$ cat config.mk
export PLATFORM = sky130hd
export DESIGN_NAME = uart_reg_block
export DESIGN_NICKNAME = d
export VERILOG_FILES = /design/src/uart_reg_pkg.sv /design/src/access_arbiter.sv /design/src/axil_read_channel.sv /design/src/axil_write_channel.sv /design/src/register_file.sv /design/src/uart_reg_block.sv
export SDC_FILE = /design/constraint.sdc
export NUM_CORES = 1
export LEC_CHECK = 0
export BUFFER_PORTS_ARGS = -buffer_cell sky130_fd_sc_hd__buf_2
export CAP_MARGIN = 20
export CORE_ASPECT_RATIO = 0.75
export CORE_UTILIZATION = 50
export CTS_CLUSTER_SIZE = 8
export DETAILED_ROUTE_END_ITERATION = 16
export PLACE_DENSITY_LB_ADDON = 0.05
export SLEW_MARGIN = 40
export SYNTH_ARGS = -nofsm -noshare
export SYNTH_HDL_FRONTEND = slang
export SYNTH_SLANG_ARGS = --single-unit
$ cat constraint.sdc
create_clock -name clk -period 4.8 [get_ports clk]
set_input_delay 0.48 -clock clk [delete_from_list [all_inputs] [get_ports clk]]
set_output_delay 0.48 -clock clk [all_outputs]
set_load 0.005 [all_outputs]
$ cat src/uart_reg_pkg.sv
`default_nettype none

package uart_reg_pkg;

    localparam int DATA_WIDTH   = 32;
    localparam int STRB_WIDTH   = DATA_WIDTH / 8;
    localparam int OFFSET_WIDTH = 12;   // Only the low 12 address bits are decoded

    // Byte offsets of the register map
    localparam logic [OFFSET_WIDTH-1:0] REG_CONTROL   = 12'h000;
    localparam logic [OFFSET_WIDTH-1:0] REG_STATUS    = 12'h004;   // RO
    localparam logic [OFFSET_WIDTH-1:0] REG_CONFIG    = 12'h008;
    localparam logic [OFFSET_WIDTH-1:0] REG_DEBUG     = 12'h00C;
    localparam logic [OFFSET_WIDTH-1:0] REG_TX_COUNT  = 12'h010;   // RO
    localparam logic [OFFSET_WIDTH-1:0] REG_RX_COUNT  = 12'h014;   // RO
    localparam logic [OFFSET_WIDTH-1:0] REG_FIFO_STAT = 12'h018;   // RO
    localparam logic [OFFSET_WIDTH-1:0] REG_VERSION   = 12'h01C;   // RO
    localparam logic [OFFSET_WIDTH-1:0] REG_TEST_0    = 12'h020;
    localparam logic [OFFSET_WIDTH-1:0] REG_TEST_1    = 12'h024;
    localparam logic [OFFSET_WIDTH-1:0] REG_TEST_2    = 12'h028;
    localparam logic [OFFSET_WIDTH-1:0] REG_TEST_3    = 12'h02C;

    localparam logic [1:0] RESP_OKAY   = 2'b00;
    localparam logic [1:0] RESP_SLVERR = 2'b10;

    localparam logic [DATA_WIDTH-1:0] VERSION_WORD = 32'h0001_0000;   // Version 1.0

    function automatic logic offset_mapped(input logic [OFFSET_WIDTH-1:0] offset);
        logic [OFFSET_WIDTH-1:0] word;
        word = {offset[OFFSET_WIDTH-1:2], 2'b00};
        case (word)
            REG_CONTROL, REG_STATUS, REG_CONFIG, REG_DEBUG,
            REG_TX_COUNT, REG_RX_COUNT, REG_FIFO_STAT, REG_VERSION,
            REG_TEST_0, REG_TEST_1, REG_TEST_2, REG_TEST_3: return 1'b1;
            default: return 1'b0;
        endcase
    endfunction

    // Byte, low half, high half or full word; anything else is refused
    function automatic logic write_access_ok(input logic [OFFSET_WIDTH-1:0] offset,
                                             input logic [STRB_WIDTH-1:0]   strb);
        if (!offset_mapped(offset)) begin
            return 1'b0;
        end
        case (strb)
            4'b0001, 4'b0011, 4'b1111: return (offset[1:0] == 2'b00);
            4'b1100:                   return (offset[1:0] == 2'b10);
            default:                   return 1'b0;
        endcase
    endfunction

    function automatic logic read_access_ok(input logic [OFFSET_WIDTH-1:0] offset);
        return offset_mapped(offset) && (offset[1:0] == 2'b00);
    endfunction

    function automatic logic [DATA_WIDTH-1:0] strobe_merge(input logic [DATA_WIDTH-1:0] old,
                                                           input logic [DATA_WIDTH-1:0] data,
                                                           input logic [STRB_WIDTH-1:0] strb);
        logic [DATA_WIDTH-1:0] merged;
        merged = old;
        for (int i = 0; i < STRB_WIDTH; i++) begin
            if (strb[i]) begin
                merged[8*i +: 8] = data[8*i +: 8];
            end
        end
        return merged;
    endfunction

endpackage

`default_nettype wire

$ cat src/access_arbiter.sv
`timescale 1ns/1ps
`default_nettype none

module access_arbiter (
    input  wire  clk,
    input  wire  rst,
    input  wire  wr_req,
    input  wire  rd_req,
    input  wire  wr_done,
    input  wire  rd_done,
    output logic wr_gnt,
    output logic rd_gnt
);

    logic locked;     // One transaction owns the register file
    logic owner_wr;   // Owner of the lock, 1 for the write side
    logic owner_done;

    // Free arbiter grants at once, write side first
    always_comb begin
        if (locked) begin
            wr_gnt = owner_wr;
            rd_gnt = !owner_wr;
        end else begin
            wr_gnt = wr_req;
            rd_gnt = rd_req && !wr_req;
        end
    end

    assign owner_done = owner_wr ? wr_done : rd_done;

    always_ff @(posedge clk) begin
        if (rst) begin
            locked   <= 1'b0;
            owner_wr <= 1'b0;
        end else if (!locked) begin
            if (wr_req || rd_req) begin
                locked   <= 1'b1;
                owner_wr <= wr_req;
            end
        end else if (owner_done) begin
            locked <= 1'b0;   // Free again in the cycle after the response handshake
        end
    end

endmodule

`default_nettype wire

$ cat src/axil_read_channel.sv
`timescale 1ns/1ps
`default_nettype none

module axil_read_channel #(
    parameter int ADDR_WIDTH = 32
) (
    input  wire                                      clk,
    input  wire                                      rst,
    input  wire                                      arvalid,
    output logic                                     arready,
    input  wire  [ADDR_WIDTH-1:0]                    araddr,
    output logic                                     rvalid,
    input  wire                                      rready,
    output logic [uart_reg_pkg::DATA_WIDTH-1:0]      rdata,
    output logic [1:0]                               rresp,
    output logic                                     rd_req,
    input  wire                                      rd_gnt,
    output logic                                     rd_done,
    output logic [uart_reg_pkg::OFFSET_WIDTH-1:0]    rd_offset,
    input  wire  [uart_reg_pkg::DATA_WIDTH-1:0]      rd_data
);

    typedef enum logic {
        RD_ADDR,
        RD_DATA
    } rd_state_t;

    rd_state_t state;
    logic [uart_reg_pkg::OFFSET_WIDTH-1:0] addr_q;
    logic                                  ar_hs;
    logic                                  access_ok;

    assign rd_req  = (state == RD_ADDR) && arvalid;
    assign arready = (state == RD_ADDR) && rd_gnt;
    assign rvalid  = (state == RD_DATA);
    assign ar_hs   = arvalid && arready;
    assign rd_done = rvalid && rready;

    // Address stays latched for the whole data phase, so rdata holds under back-pressure
    assign rd_offset = addr_q;
    assign access_ok = uart_reg_pkg::read_access_ok(addr_q);
    assign rresp     = access_ok ? uart_reg_pkg::RESP_OKAY : uart_reg_pkg::RESP_SLVERR;
    assign rdata     = access_ok ? rd_data : '0;   // Errors return zero

    always_ff @(posedge clk) begin
        if (rst) begin
            state <= RD_ADDR;
        end else begin
            case (state)
                RD_ADDR: if (ar_hs)  state <= RD_DATA;
                RD_DATA: if (rready) state <= RD_ADDR;
                default: state <= RD_ADDR;
            endcase
        end
    end

    always_ff @(posedge clk) begin
        if (ar_hs) begin
            addr_q <= araddr[uart_reg_pkg::OFFSET_WIDTH-1:0];
        end
    end

endmodule

`default_nettype wire

$ cat src/axil_write_channel.sv
`timescale 1ns/1ps
`default_nettype none

module axil_write_channel #(
    parameter int ADDR_WIDTH = 32
) (
    input  wire                                      clk,
    input  wire                                      rst,
    input  wire                                      awvalid,
    output logic                                     awready,
    input  wire  [ADDR_WIDTH-1:0]                    awaddr,
    input  wire                                      wvalid,
    output logic                                     wready,
    input  wire  [uart_reg_pkg::DATA_WIDTH-1:0]      wdata,
    input  wire  [uart_reg_pkg::STRB_WIDTH-1:0]      wstrb,
    output logic                                     bvalid,
    input  wire                                      bready,
    output logic [1:0]                               bresp,
    output logic                                     wr_req,
    input  wire                                      wr_gnt,
    output logic                                     wr_done,
    output logic                                     wr_en,
    output logic [uart_reg_pkg::OFFSET_WIDTH-1:0]    wr_offset,
    output logic [uart_reg_pkg::DATA_WIDTH-1:0]      wr_data,
    output logic [uart_reg_pkg::STRB_WIDTH-1:0]      wr_strb
);

    typedef enum logic [1:0] {
        WR_ADDR,
        WR_DATA,
        WR_RESP
    } wr_state_t;

    wr_state_t state;
    logic [uart_reg_pkg::OFFSET_WIDTH-1:0] addr_q;   // Latched at the AW handshake
    logic [1:0]                            bresp_q;
    logic                                  aw_hs;
    logic                                  w_hs;
    logic                                  access_ok;

    assign wr_req  = (state == WR_ADDR) && awvalid;
    assign awready = (state == WR_ADDR) && wr_gnt;
    assign wready  = (state == WR_DATA);
    assign bvalid  = (state == WR_RESP);
    assign bresp   = bresp_q;

    assign aw_hs     = awvalid && awready;
    assign w_hs      = wvalid && wready;
    assign access_ok = uart_reg_pkg::write_access_ok(addr_q, wstrb);

    // Register file sees the beat only if the access rules allow it
    assign wr_en     = w_hs && access_ok;
    assign wr_offset = addr_q;
    assign wr_data   = wdata;
    assign wr_strb   = wstrb;
    assign wr_done   = bvalid && bready;   // Releases the arbiter

    always_ff @(posedge clk) begin
        if (rst) begin
            state   <= WR_ADDR;
            bresp_q <= uart_reg_pkg::RESP_OKAY;
        end else begin
            case (state)
                WR_ADDR: begin
                    if (aw_hs) begin
                        state <= WR_DATA;
                    end
                end
                WR_DATA: begin
                    if (w_hs) begin
                        state   <= WR_RESP;
                        bresp_q <= access_ok ? uart_reg_pkg::RESP_OKAY
                                             : uart_reg_pkg::RESP_SLVERR;
                    end
                end
                WR_RESP: begin
                    if (bready) begin
                        state <= WR_ADDR;
                    end
                end
                default: state <= WR_ADDR;
            endcase
        end
    end

    always_ff @(posedge clk) begin
        if (aw_hs) begin
            addr_q <= awaddr[uart_reg_pkg::OFFSET_WIDTH-1:0];
        end
    end

endmodule

`default_nettype wire

$ cat src/register_file.sv
`timescale 1ns/1ps
`default_nettype none

module register_file (
    input  wire                                      clk,
    input  wire                                      rst,
    input  wire                                      wr_en,
    input  wire  [uart_reg_pkg::OFFSET_WIDTH-1:0]    wr_offset,
    input  wire  [uart_reg_pkg::DATA_WIDTH-1:0]      wr_data,
    input  wire  [uart_reg_pkg::STRB_WIDTH-1:0]      wr_strb,
    input  wire  [uart_reg_pkg::OFFSET_WIDTH-1:0]    rd_offset,
    output logic [uart_reg_pkg::DATA_WIDTH-1:0]      rd_data,
    output logic                                     reset_stats,
    output logic [7:0]                               baud_div,
    output logic [7:0]                               timeout_cfg,
    output logic [3:0]                               debug_mode,
    input  wire                                      bridge_busy,
    input  wire  [7:0]                               error_code,
    input  wire  [15:0]                              tx_count,
    input  wire  [15:0]                              rx_count,
    input  wire  [7:0]                               fifo_status
);

    localparam int DW = uart_reg_pkg::DATA_WIDTH;
    localparam int OW = uart_reg_pkg::OFFSET_WIDTH;

    logic          ctrl_q;           // Bit 0 only
    logic [15:0]   cfg_q;            // Timeout in 15:8, baud divider in 7:0
    logic [3:0]    dbg_q;
    logic [DW-1:0] scratch_q [0:3];
    logic          reset_stats_q;

    logic [OW-1:0] wr_word;
    logic [OW-1:0] rd_word;
    logic [1:0]    wr_idx;
    logic [DW-1:0] ctrl_merge;
    logic [DW-1:0] cfg_merge;
    logic [DW-1:0] dbg_merge;
    logic [DW-1:0] scr_merge;
    logic          stats_hit;

    assign wr_word = {wr_offset[OW-1:2], 2'b00};
    assign rd_word = {rd_offset[OW-1:2], 2'b00};
    assign wr_idx  = wr_word[3:2];   // Scratch 0..3 at 0x020..0x02C

    // Strobed bytes replace the stored value, unused upper bits read as zero
    assign ctrl_merge = uart_reg_pkg::strobe_merge({{(DW-1){1'b0}}, ctrl_q}, wr_data, wr_strb);
    assign cfg_merge  = uart_reg_pkg::strobe_merge({{(DW-16){1'b0}}, cfg_q}, wr_data, wr_strb);
    assign dbg_merge  = uart_reg_pkg::strobe_merge({{(DW-4){1'b0}}, dbg_q}, wr_data, wr_strb);
    assign scr_merge  = uart_reg_pkg::strobe_merge(scratch_q[wr_idx], wr_data, wr_strb);

    // Bit 1 of control is a self-clearing command
    assign stats_hit = wr_en && (wr_word == uart_reg_pkg::REG_CONTROL)
                       && wr_strb[0] && wr_data[1];

    always_ff @(posedge clk) begin
        if (rst) begin
            ctrl_q        <= 1'b0;
            cfg_q         <= '0;
            dbg_q         <= '0;
            reset_stats_q <= 1'b0;
            for (int i = 0; i < 4; i++) begin
                scratch_q[i] <= '0;
            end
        end else begin
            reset_stats_q <= stats_hit;
            if (wr_en) begin
                case (wr_word)
                    uart_reg_pkg::REG_CONTROL: ctrl_q <= ctrl_merge[0];
                    uart_reg_pkg::REG_CONFIG:  cfg_q  <= cfg_merge[15:0];
                    uart_reg_pkg::REG_DEBUG:   dbg_q  <= dbg_merge[3:0];
                    uart_reg_pkg::REG_TEST_0,
                    uart_reg_pkg::REG_TEST_1,
                    uart_reg_pkg::REG_TEST_2,
                    uart_reg_pkg::REG_TEST_3: scratch_q[wr_idx] <= scr_merge;
                    default: ;   // Read-only targets ignore the data
                endcase
            end
        end
    end

    assign reset_stats = reset_stats_q;
    assign baud_div    = cfg_q[7:0];
    assign timeout_cfg = cfg_q[15:8];
    assign debug_mode  = dbg_q;

    always_comb begin
        rd_data = '0;
        case (rd_word)
            uart_reg_pkg::REG_CONTROL:   rd_data[0]    = ctrl_q;
            uart_reg_pkg::REG_STATUS:    rd_data[8:0]  = {error_code, bridge_busy};
            uart_reg_pkg::REG_CONFIG:    rd_data[15:0] = cfg_q;
            uart_reg_pkg::REG_DEBUG:     rd_data[3:0]  = dbg_q;
            uart_reg_pkg::REG_TX_COUNT:  rd_data[15:0] = tx_count;
            uart_reg_pkg::REG_RX_COUNT:  rd_data[15:0] = rx_count;
            uart_reg_pkg::REG_FIFO_STAT: rd_data[7:0]  = fifo_status;
            uart_reg_pkg::REG_VERSION:   rd_data       = uart_reg_pkg::VERSION_WORD;
            uart_reg_pkg::REG_TEST_0,
            uart_reg_pkg::REG_TEST_1,
            uart_reg_pkg::REG_TEST_2,
            uart_reg_pkg::REG_TEST_3:    rd_data       = scratch_q[rd_word[3:2]];
            default:                     rd_data       = '0;
        endcase
    end

endmodule

`default_nettype wire

$ cat src/uart_reg_block.sv
`timescale 1ns/1ps
`default_nettype none

module uart_reg_block #(
    parameter int ADDR_WIDTH = 32
) (
    input  wire                                      clk,
    input  wire                                      rst,
    // AXI4-Lite slave
    input  wire                                      awvalid,
    output logic                                     awready,
    input  wire  [ADDR_WIDTH-1:0]                    awaddr,
    input  wire                                      wvalid,
    output logic                                     wready,
    input  wire  [uart_reg_pkg::DATA_WIDTH-1:0]      wdata,
    input  wire  [uart_reg_pkg::STRB_WIDTH-1:0]      wstrb,
    output logic                                     bvalid,
    input  wire                                      bready,
    output logic [1:0]                               bresp,
    input  wire                                      arvalid,
    output logic                                     arready,
    input  wire  [ADDR_WIDTH-1:0]                    araddr,
    output logic                                     rvalid,
    input  wire                                      rready,
    output logic [uart_reg_pkg::DATA_WIDTH-1:0]      rdata,
    output logic [1:0]                               rresp,
    // Bridge side
    output logic                                     reset_stats,
    output logic [7:0]                               baud_div,
    output logic [7:0]                               timeout_cfg,
    output logic [3:0]                               debug_mode,
    input  wire                                      bridge_busy,
    input  wire  [7:0]                               error_code,
    input  wire  [15:0]                              tx_count,
    input  wire  [15:0]                              rx_count,
    input  wire  [7:0]                               fifo_status
);

    logic                                  wr_req;
    logic                                  rd_req;
    logic                                  wr_gnt;
    logic                                  rd_gnt;
    logic                                  wr_done;
    logic                                  rd_done;
    logic                                  wr_en;
    logic [uart_reg_pkg::OFFSET_WIDTH-1:0] wr_offset;
    logic [uart_reg_pkg::DATA_WIDTH-1:0]   wr_data;
    logic [uart_reg_pkg::STRB_WIDTH-1:0]   wr_strb;
    logic [uart_reg_pkg::OFFSET_WIDTH-1:0] rd_offset;
    logic [uart_reg_pkg::DATA_WIDTH-1:0]   rd_data;

    axil_write_channel #(.ADDR_WIDTH(ADDR_WIDTH)) wr_ch_i (
        .clk, .rst,
        .awvalid, .awready, .awaddr,
        .wvalid, .wready, .wdata, .wstrb,
        .bvalid, .bready, .bresp,
        .wr_req, .wr_gnt, .wr_done,
        .wr_en, .wr_offset, .wr_data, .wr_strb
    );

    axil_read_channel #(.ADDR_WIDTH(ADDR_WIDTH)) rd_ch_i (
        .clk, .rst,
        .arvalid, .arready, .araddr,
        .rvalid, .rready, .rdata, .rresp,
        .rd_req, .rd_gnt, .rd_done,
        .rd_offset, .rd_data
    );

    // One transaction at a time, write wins a tie
    access_arbiter arb_i (
        .clk, .rst,
        .wr_req, .rd_req,
        .wr_done, .rd_done,
        .wr_gnt, .rd_gnt
    );

    register_file regs_i (
        .clk, .rst,
        .wr_en, .wr_offset, .wr_data, .wr_strb,
        .rd_offset, .rd_data,
        .reset_stats, .baud_div, .timeout_cfg, .debug_mode,
        .bridge_busy, .error_code, .tx_count, .rx_count, .fifo_status
    );

endmodule

`default_nettype wire

==> results of run 1 <==
through the flow:
step | utilization, % | hold slack [ns] | power [W]
finish | 62.4 | 0.231 | 0.00360
global route | 62.4 | 0.204 | 0.00373
CTS | 62.2 | 0.214 | 0.00362
detailed placement | 58.5 | 0.466 | 0.00217
global placement | 58.5 | 0.466 | 0.00216
floorplan | - | 0.444 | 0.00204
flip-flops by register name, summed over array words and instances (netlist names), named ones only:
signal              flops
regs_i.reset_stats      1
wr_ch_i.state           2
rd_ch_i.rd_offset      12
regs_i.scratch_q      128
arb_i.owner_wr          1
regs_i.debug_mode       4
wr_ch_i.wr_offset      12
wr_ch_i.bresp           1
regs_i.ctrl_q           1
arb_i.locked            1
regs_i.cfg_q           16
rd_ch_i.rvalid          1
layout make-up:
cell class	count	area share, %
clock buffers	24	5.22
clock inverters	8	0.714
inverters	6	0.211
multi-input cells	460	33.7
flip-flops and latches	182	48.4
well taps	236	2.76
repair buffers	187	9.04
worst max path at each step:
| stage | from | to |
|---|---|---|
| 2_1_floorplan | rst | regs_i.scratch_q[1][0]$_SDFFCE_PN0P_ |
| 3_3_place_gp | rd_ch_i.rd_offset[9]$_DFFE_PP_ | rdata[10] |
| 3_5_place_dp | wstrb[0] | regs_i.scratch_q[2][9]$_SDFFCE_PN0P_ |
| 4_1_cts | rd_ch_i.rd_offset[11]$_DFFE_PP_ | rdata[2] |
| 5_1_grt | rd_ch_i.rd_offset[3]$_DFFE_PP_ | rdata[12] |
| 6_report | rd_ch_i.rd_offset[11]$_DFFE_PP_ | rdata[2] |
power breakdown:
group	total (W)	internal [W]	switching, W
logic	0.000316	0.000155	0.000161
clock network	0.00147	0.000874	0.000592
registers	0.00182	0.00177	0.0000549
total	0.00360	0.00280	0.000807
synthesized netlist by cell type (4+ instances only):
| cell type | instances | area (sq um) |
|---|---|---|
| a2111oi_4 | 5 | 138 |
| a211oi_1 | 4 | 30.0 |
| a21oi_1 | 14 | 70.1 |
| a31oi_1 | 4 | 25.0 |
| and2_1 | 95 | 594 |
| buf_1 | 4 | 15.0 |
| buf_2 | 4 | 20.0 |
| clkbuf_1 | 28 | 105 |
| dfxtp_1 | 30 | 601 |
| edfxtp_1 | 152 | 4560 |
| inv_1 | 6 | 22.5 |
| mux2_2 | 6 | 67.6 |
| mux2i_1 | 38 | 380 |
| mux4_2 | 32 | 721 |
| nand2_1 | 45 | 169 |
| nand2b_1 | 44 | 275 |
| nand3_1 | 6 | 30.0 |
| nor2_1 | 65 | 244 |
| nor2b_1 | 8 | 50.1 |
| nor3_1 | 4 | 20.0 |
| o21ai_0 | 8 | 40.0 |
| o21bai_1 | 6 | 45.0 |
| o2bb2ai_1 | 4 | 35.0 |
| o31ai_1 | 4 | 30.0 |
| or2_2 | 6 | 37.5 |
routing by layer:
layer	share of wire, %	GRT usage, %
met4	1.4	6.43
met1	44	31.4
met2	49	39.1
met3	6.1	6.26
met5	0	0
logic make-up (layout without fill, tap and decap cells):
group | count (synthesis) | in the layout
compound gates | 76 | 76
mux | 76 | 76
simple gates | 306 | 306
flops | 182 | 182
other cells | 1 | 2
buf+inv | 46 | 225
layout by cell type (no fill, tap or decap), types with 6 or more instances in the layout:
cell type and n:
a21oi_1 14, mux2i_1 38, buf_4 12, clkbuf_16 22
dfxtp_1 28, buf_2 175, nor2b_1 8, edfxtp_1 152
nand3_1 6, o21ai_0 8, nand2_1 45, mux2_2 6
or2_2 6, nand2b_1 44, o21bai_2 6, nor2_1 64
mux4_2 32, and2_1 95, inv_1 6
worst max-delay path, delay by kind of cell (launching register included):
family	cells	cell delay (ns)
AND/OR/NAND/NOR	3	1.66
flip-flops	1	0.45
buffers and inverters	1	0.16
AO/OA/AOI/OAI	1	0.11
==> run metrics, run 1 <==
Worst Hold Depth 1; Setup Skew 0.00729 ns; drt initial violations 513; sequential cell area 0.00517 sq mm; fraction of layout cells with a size suffix above 1 33.7%; GPL Wtd Cong 0.888; Setup Buffers After CTS 0; remaining global-route overflow 0; # IOs 218; mux cell area share after synthesis 13.1%; starting density of the core 52.1%; largest net degree at the start of global routing 61; RSZ-0062 raised after global routing false; kind of critical path flip-flop to output pin; CTS tree yes; initial antenna violation count 0; global-route wire length before repair 32,600 um; IO buf count 175; final setup violation count 0; Clock Pin Slew Worst Setup and Hold Paths 0.07 ns; Post-synth top flop edfxtp_1; crit path cell chain nor4_1 > and4b_2 > nand2_1 > o31ai_1 > buf_2; max-cap violation count 0; drt wl/cell 19.2 um; drc violations 0; H-Tree Level Count 4; post-route cell area 0.0107 sq mm; pwr/cell area 337 mW/mm^2; setup ws final 1.52 ns; Seq/Total Area, Yosys 57.8%; fin crit period 3.28 ns; post-CTS sizing 0; simple-gate share of the synthesized area 19.3%; Detailed Route WL 21,200 um; Worst Hold Path EP wr_ch_i.wr_offset[6]$_DFFE_PP_; Mapped Area 0.00893 sq mm; die area 0.0184 sq mm; area occupied by multi-input gates 0.00360 sq mm; via density per instance 5.50; clk buf depth 2; worst reg-to-reg path cell count 4; number of flops mapped to enable cells by yosys 152; CP arrival 2.80 ns; via count 6,071; placed insts 1,071; clock buffer count from CTS 17; Compound-Gate Fraction of Synth Area 7.58%; CP Launch Type flip-flop; final hold vios 0; worst hold start awaddr[6]; clk root buf clkbuf_16; Post-DP HPWL 14,600 um; fmax 305 MHz; # diodes 0; Total GRT Usage 23.9%; Post-synth ARST share 0%; setup TNS 0 ns; Reg2Reg Launch Point wr_ch_i.wr_offset[6]$_DFFE_PP_; Core Region 0.0171 sq mm; cts hold-fix bufs 0; CP Max Fanout 27; crit end category output pin; biggest cell delay along the critical path 0.81 ns; RR Endpoint regs_i.scratch_q[3][12]$_DFFE_PP_; area grow syn2layout 19.7%; Final ANT Viol Nets 0; worst-margin pin slew 0.839 ns; status finished clean; adder-cell area share of the yosys netlist 0%; number of global-route vias before repair 6,192; Max stage delay cell, worst path and4b_2; Synth Register Bits 182; Synth Warn # 0; Req. time, crit path 4.32 ns; # clock sinks 182; Pre-antenna DRT Iters 7; Final Cycle Share 68.3%; Post-Place Worst Slack 1.94 ns; Worst slew margin 43.6%; Core Rows 41; Die Y 118 um; Synth Instances 687; FILL cells 1,397; fin cells 1,103; Synth Area in XOR/XNOR 0%; Static Leak 4.20 nW; largest family of logic cells by synthesized area simple AND/OR/NAND/NOR gates; Slew Viols, Final 0; clk_lat worst skew 0.42 ns; DP Area 0.0100 sq mm; Synth cell types 66; Reg2Reg Setup Slack 2.27 ns; Die W 156 um; path category of the worst min-delay check input port to flip-flop; maximum vdd drop 0.245 mV; mean post-synth cell area 13.0 sq um; final-stage net count 1,010
Note: power is estimated with default switching activity, not from simulation.
==> inputs of run 2 (changes only) <==
==> constraint.sdc (replaced) <==
create_clock -name clk -period 3.27 [get_ports clk]
set_input_delay 0.327 -clock clk [delete_from_list [all_inputs] [get_ports clk]]
set_output_delay 0.327 -clock clk [all_outputs]
set_load 0.005 [all_outputs]
==> run metrics, run 2 (synthesis gave the netlist of run 1 again) <==
status finished clean; max-cap violation count 0; pwr/cell area 493 mW/mm^2; post-CTS sizing 0; starting density of the core 52.1%; die area 0.0184 sq mm; global-route wire length before repair 33,800 um; area occupied by multi-input gates 0.00359 sq mm; Detailed Route WL 21,600 um; final setup violation count 0; # diodes 0; fmax 327 MHz; largest net degree at the start of global routing 61; H-Tree Level Count 4; Req. time, crit path 2.94 ns; # clock sinks 182; Regs by FF count regs_i.scratch_q (128), regs_i.cfg_q (16); cts hold-fix bufs 0; final-stage net count 1,023; clk_lat worst skew 0.43 ns; drt initial violations 490; Pre-antenna DRT Iters 5; CTS tree yes; CP arrival 2.73 ns; path category of the worst min-delay check input port to flip-flop; via count 6,297; clk buf depth 2; maximum vdd drop 0.375 mV; most common cell after layout, fill and taps aside buf_2; # IOs 218; fin crit period 3.05 ns; worst-margin pin slew 0.768 ns; FILL cells 1,408; crit end category output pin; clk root buf clkbuf_16; setup TNS 0 ns; Setup Skew 0.00837 ns; RSZ-0062 raised after global routing false; most frequent cells in the layout buf_2 (175), edfxtp_1 (152), and2_1 (95); remaining global-route overflow 0; Post-DP HPWL 15,300 um; number of global-route vias before repair 6,401; drc violations 0; Largest register FFs 128; fraction of layout cells with a size suffix above 1 33.9%; Static Leak 4.22 nW; Total GRT Usage 24.7%; Die W 156 um; via density per instance 5.65; drt wl/cell 19.3 um; sequential cell area 0.00517 sq mm; Core Region 0.0171 sq mm; CP Max Fanout 6; Setup Buffers After CTS 0; Slew Viols, Final 0; clock buffer count from CTS 17; area grow syn2layout 20.4%; Final ANT Viol Nets 0; Core Rows 41; DP Area 0.0101 sq mm; GPL Wtd Cong 0.900; initial antenna violation count 0; Clock Pin Slew Worst Setup and Hold Paths 0.07 ns; Die Y 118 um; Reg with most FFs regs_i.scratch_q; final hold vios 0; Worst slew margin 48.5%; IO buf count 175; Final Cycle Share 93.4%; post-route cell area 0.0108 sq mm; CP Launch Type flip-flop; kind of critical path flip-flop to output pin
-- run 2: routing by layer --
| metal | global-route usage, % | share of wire [%] | up-vias | wire length, um |
|---|---|---|---|---|
| li1 | - | - | 2903 | - |
| met1 | 33.6 | 44 | 3143 | 9430 |
| met2 | 40.2 | 49 | 225 | 10600 |
| met3 | 5.12 | 6.0 | 26 | 1290 |
| met4 | 6.37 | 1.3 | 0 | 275 |
| met5 | 0 | 0 | - | 0 |
-- run 2: stage by stage --
step                cells  power, W  setup WS (ns)  hold slack [ns]  util [%]
finish               1115   0.00530          0.216           0.0659      62.8
global placement     1084   0.00318          0.708            0.468      59.1
global route         1115   0.00548         0.0201           0.0387      62.8
floorplan             688   0.00300           1.02            0.426         -
detailed placement   1084   0.00320          0.685            0.483      59.1
CTS                  1115   0.00533          0.202           0.0460      62.6
-- run 2: layout make-up --
cell class / count / area share, %
clock buffer: 19 / 4.03
inverter: 6 / 0.209
tap: 236 / 2.75
timing repair buffer: 200 / 9.89
clock inverter: 12 / 1.65
sequential: 182 / 48.1
multi-input combinational: 460 / 33.4
-- run 2: worst max-delay path: stages, from the launching register on --
cell	delay (ns)
edfxtp_1	0.41
or4_1	0.73
nor4_4	0.38
nand2_1	0.28
o31ai_1	0.33
buf_2	0.16
-- run 2: final timing paths --
check | startpoint | end | slack, ns | depth (start not counted)
hold reg to reg | regs_i.debug_mode[0]$_SDFFE_PP0P_ | regs_i.debug_mode[0]$_SDFFE_PP0P_ | 0.50 | 2
setup reg to reg | wr_ch_i.wr_offset[4]$_DFFE_PP_ | regs_i.scratch_q[2][3]$_SDFFCE_PN0P_ | 0.78 | 5
setup / recovery | rd_ch_i.rd_offset[9]$_DFFE_PP_ | rdata[1] | 0.22 | 5
hold / removal | araddr[0] | rd_ch_i.rd_offset[0]$_DFFE_PP_ | 0.07 | 1
-- run 2: power breakdown --
part           internal (W)  switching (W)
sequential          0.00259      0.0000616
clock               0.00128       0.000872
combinational      0.000237       0.000258
==> inputs of run 3 (changes only) <==
--- a/config.mk
+++ b/config.mk
@@ -11,7 +11,7 @@
 export CORE_UTILIZATION = 50
 export CTS_CLUSTER_SIZE = 8
 export DETAILED_ROUTE_END_ITERATION = 16
-export PLACE_DENSITY_LB_ADDON = 0.05
+export PLACE_DENSITY = 0.75
 export SLEW_MARGIN = 40
 export SYNTH_ARGS = -nofsm -noshare
 export SYNTH_HDL_FRONTEND = slang
==> run metrics, run 3 (synthesis gave the netlist of run 1 again) <==
status finished clean; crit path cell chain or4_1 > nor4_4 > nand2_1 > o31ai_1 > buf_2; RSZ-0062 raised after global routing false; worst reg-to-reg path cell count 5; via count 6,221; Die W 156 um; drt initial violations 495; kind of critical path flip-flop to output pin; RR Endpoint regs_i.scratch_q[2][3]$_SDFFCE_PN0P_; most frequent cells in the layout buf_2 (175), edfxtp_1 (152), and2_1 (95); initial antenna violation count 0; H-Tree Level Count 4; largest net degree at the start of global routing 61; Die Y 118 um; Worst slew margin 47.6%; clk_lat worst skew 0.43 ns; delay-heaviest family, CP simple AND/OR/NAND/NOR gates; fin cells 1,117; Reg with most FFs regs_i.scratch_q; crit end category output pin; path category of the worst min-delay check input port to flip-flop; Post-DP HPWL 14,800 um; Core Region 0.0171 sq mm; Final ANT Viol Nets 0; final-stage net count 1,024; clock buffer count from CTS 17; drc violations 0; biggest cell delay along the critical path 0.68 ns; CP arrival 2.62 ns; final hold vios 0; remaining global-route overflow 0; Req. time, crit path 2.94 ns; Reg2Reg Launch Point wr_ch_i.wr_offset[4]$_DFFE_PP_; cts hold-fix bufs 0; fmax 339 MHz; drt wl/cell 18.6 um; IO buf count 175; Total GRT Usage 23.5%; fin crit period 2.95 ns; global-route wire length before repair 32,600 um; Reg2Reg Setup Slack 0.89 ns; fraction of layout cells with a size suffix above 1 33.9%; CP Launch Type flip-flop; die area 0.0184 sq mm; # IOs 218; clk buf depth 2; Worst Hold Path EP rd_ch_i.rd_offset[8]$_DFFE_PP_; pwr/cell area 490 mW/mm^2; via density per instance 5.57; setup TNS 0 ns; Pre-antenna DRT Iters 4; CP Max Fanout 6; clk root buf clkbuf_16; CTS tree yes; Regs by FF count regs_i.scratch_q (128), regs_i.cfg_q (16); Slew Viols, Final 0; Worst Hold Depth 1; maximum vdd drop 0.340 mV; Setup Skew 0.00867 ns; Setup Buffers After CTS 0; Core Rows 41; worst-margin pin slew 0.779 ns; placed insts 1,085; Power Total 0.00527 W; # clock sinks 182; # diodes 0; worst hold start araddr[8]; Clock Pin Slew Worst Setup and Hold Paths 0.07 ns; Max stage delay cell, worst path or4_1; GPL Wtd Cong 0.924; Final Cycle Share 90.1%; Largest register FFs 128; number of global-route vias before repair 6,156; starting density of the core 52.1%; Static Leak 4.23 nW; post-CTS sizing 0; area grow syn2layout 20.5%; most common cell after layout, fill and taps aside buf_2; Detailed Route WL 20,700 um; final setup violation count 0; WP buf/inv 1; max-cap violation count 0
## run 3: how the worst max path moves through the flow
stage	start	endpoint	cells after the start	slack, ns
floorplan	wr_ch_i.wr_offset[4]$_DFFE_PP_	regs_i.scratch_q[1][0]$_SDFFCE_PN0P_	4	1.02
global placement	rst	regs_i.scratch_q[2][17]$_SDFFCE_PN0P_	6	0.79
detailed placement	rst	regs_i.scratch_q[2][17]$_SDFFCE_PN0P_	6	0.77
CTS	rd_ch_i.rd_offset[9]$_DFFE_PP_	rdata[15]	5	0.30
global route	rd_ch_i.rd_offset[9]$_DFFE_PP_	rdata[1]	5	0.18
finish	rd_ch_i.rd_offset[9]$_DFFE_PP_	rdata[1]	5	0.32
## run 3: layer usage
metal,part of all wire [%],vias to the layer above,track usage (%)
met1,47,3082,33.7
met3,5.8,23,5.27
met5,0,-,0
met2,47,207,36.3
li1,-,2909,-
met4,1.1,0,6.19
## run 3: layout make-up
class,instances,area [sq um]
Clock buffer,23,510
Clock inverter,9,111
Fill cell,1380,6380
Inverter,6,22.5
Multi-Input combinational cell,460,3580
Sequential cell,182,5170
Tap cell,236,295
Timing Repair Buffer,201,1070
## run 3: where the power goes
group          internal (W)  switching, W
clock network       0.00126      0.000868
logic              0.000237      0.000246
registers           0.00259     0.0000636
total               0.00409       0.00118
## run 3: metrics by stage
step | utilization, % | area (sq um) | hold slack [ns] | setup slack [ns]
global placement | 59.1 | 10100 | 0.462 | 0.790
detailed placement | 59.1 | 10100 | 0.460 | 0.769
global route | 62.8 | 10800 | 0.0456 | 0.175
CTS | 62.7 | 10800 | 0.0514 | 0.297
floorplan | - | 8930 | 0.426 | 1.02
finish | 62.8 | 10800 | 0.0698 | 0.324
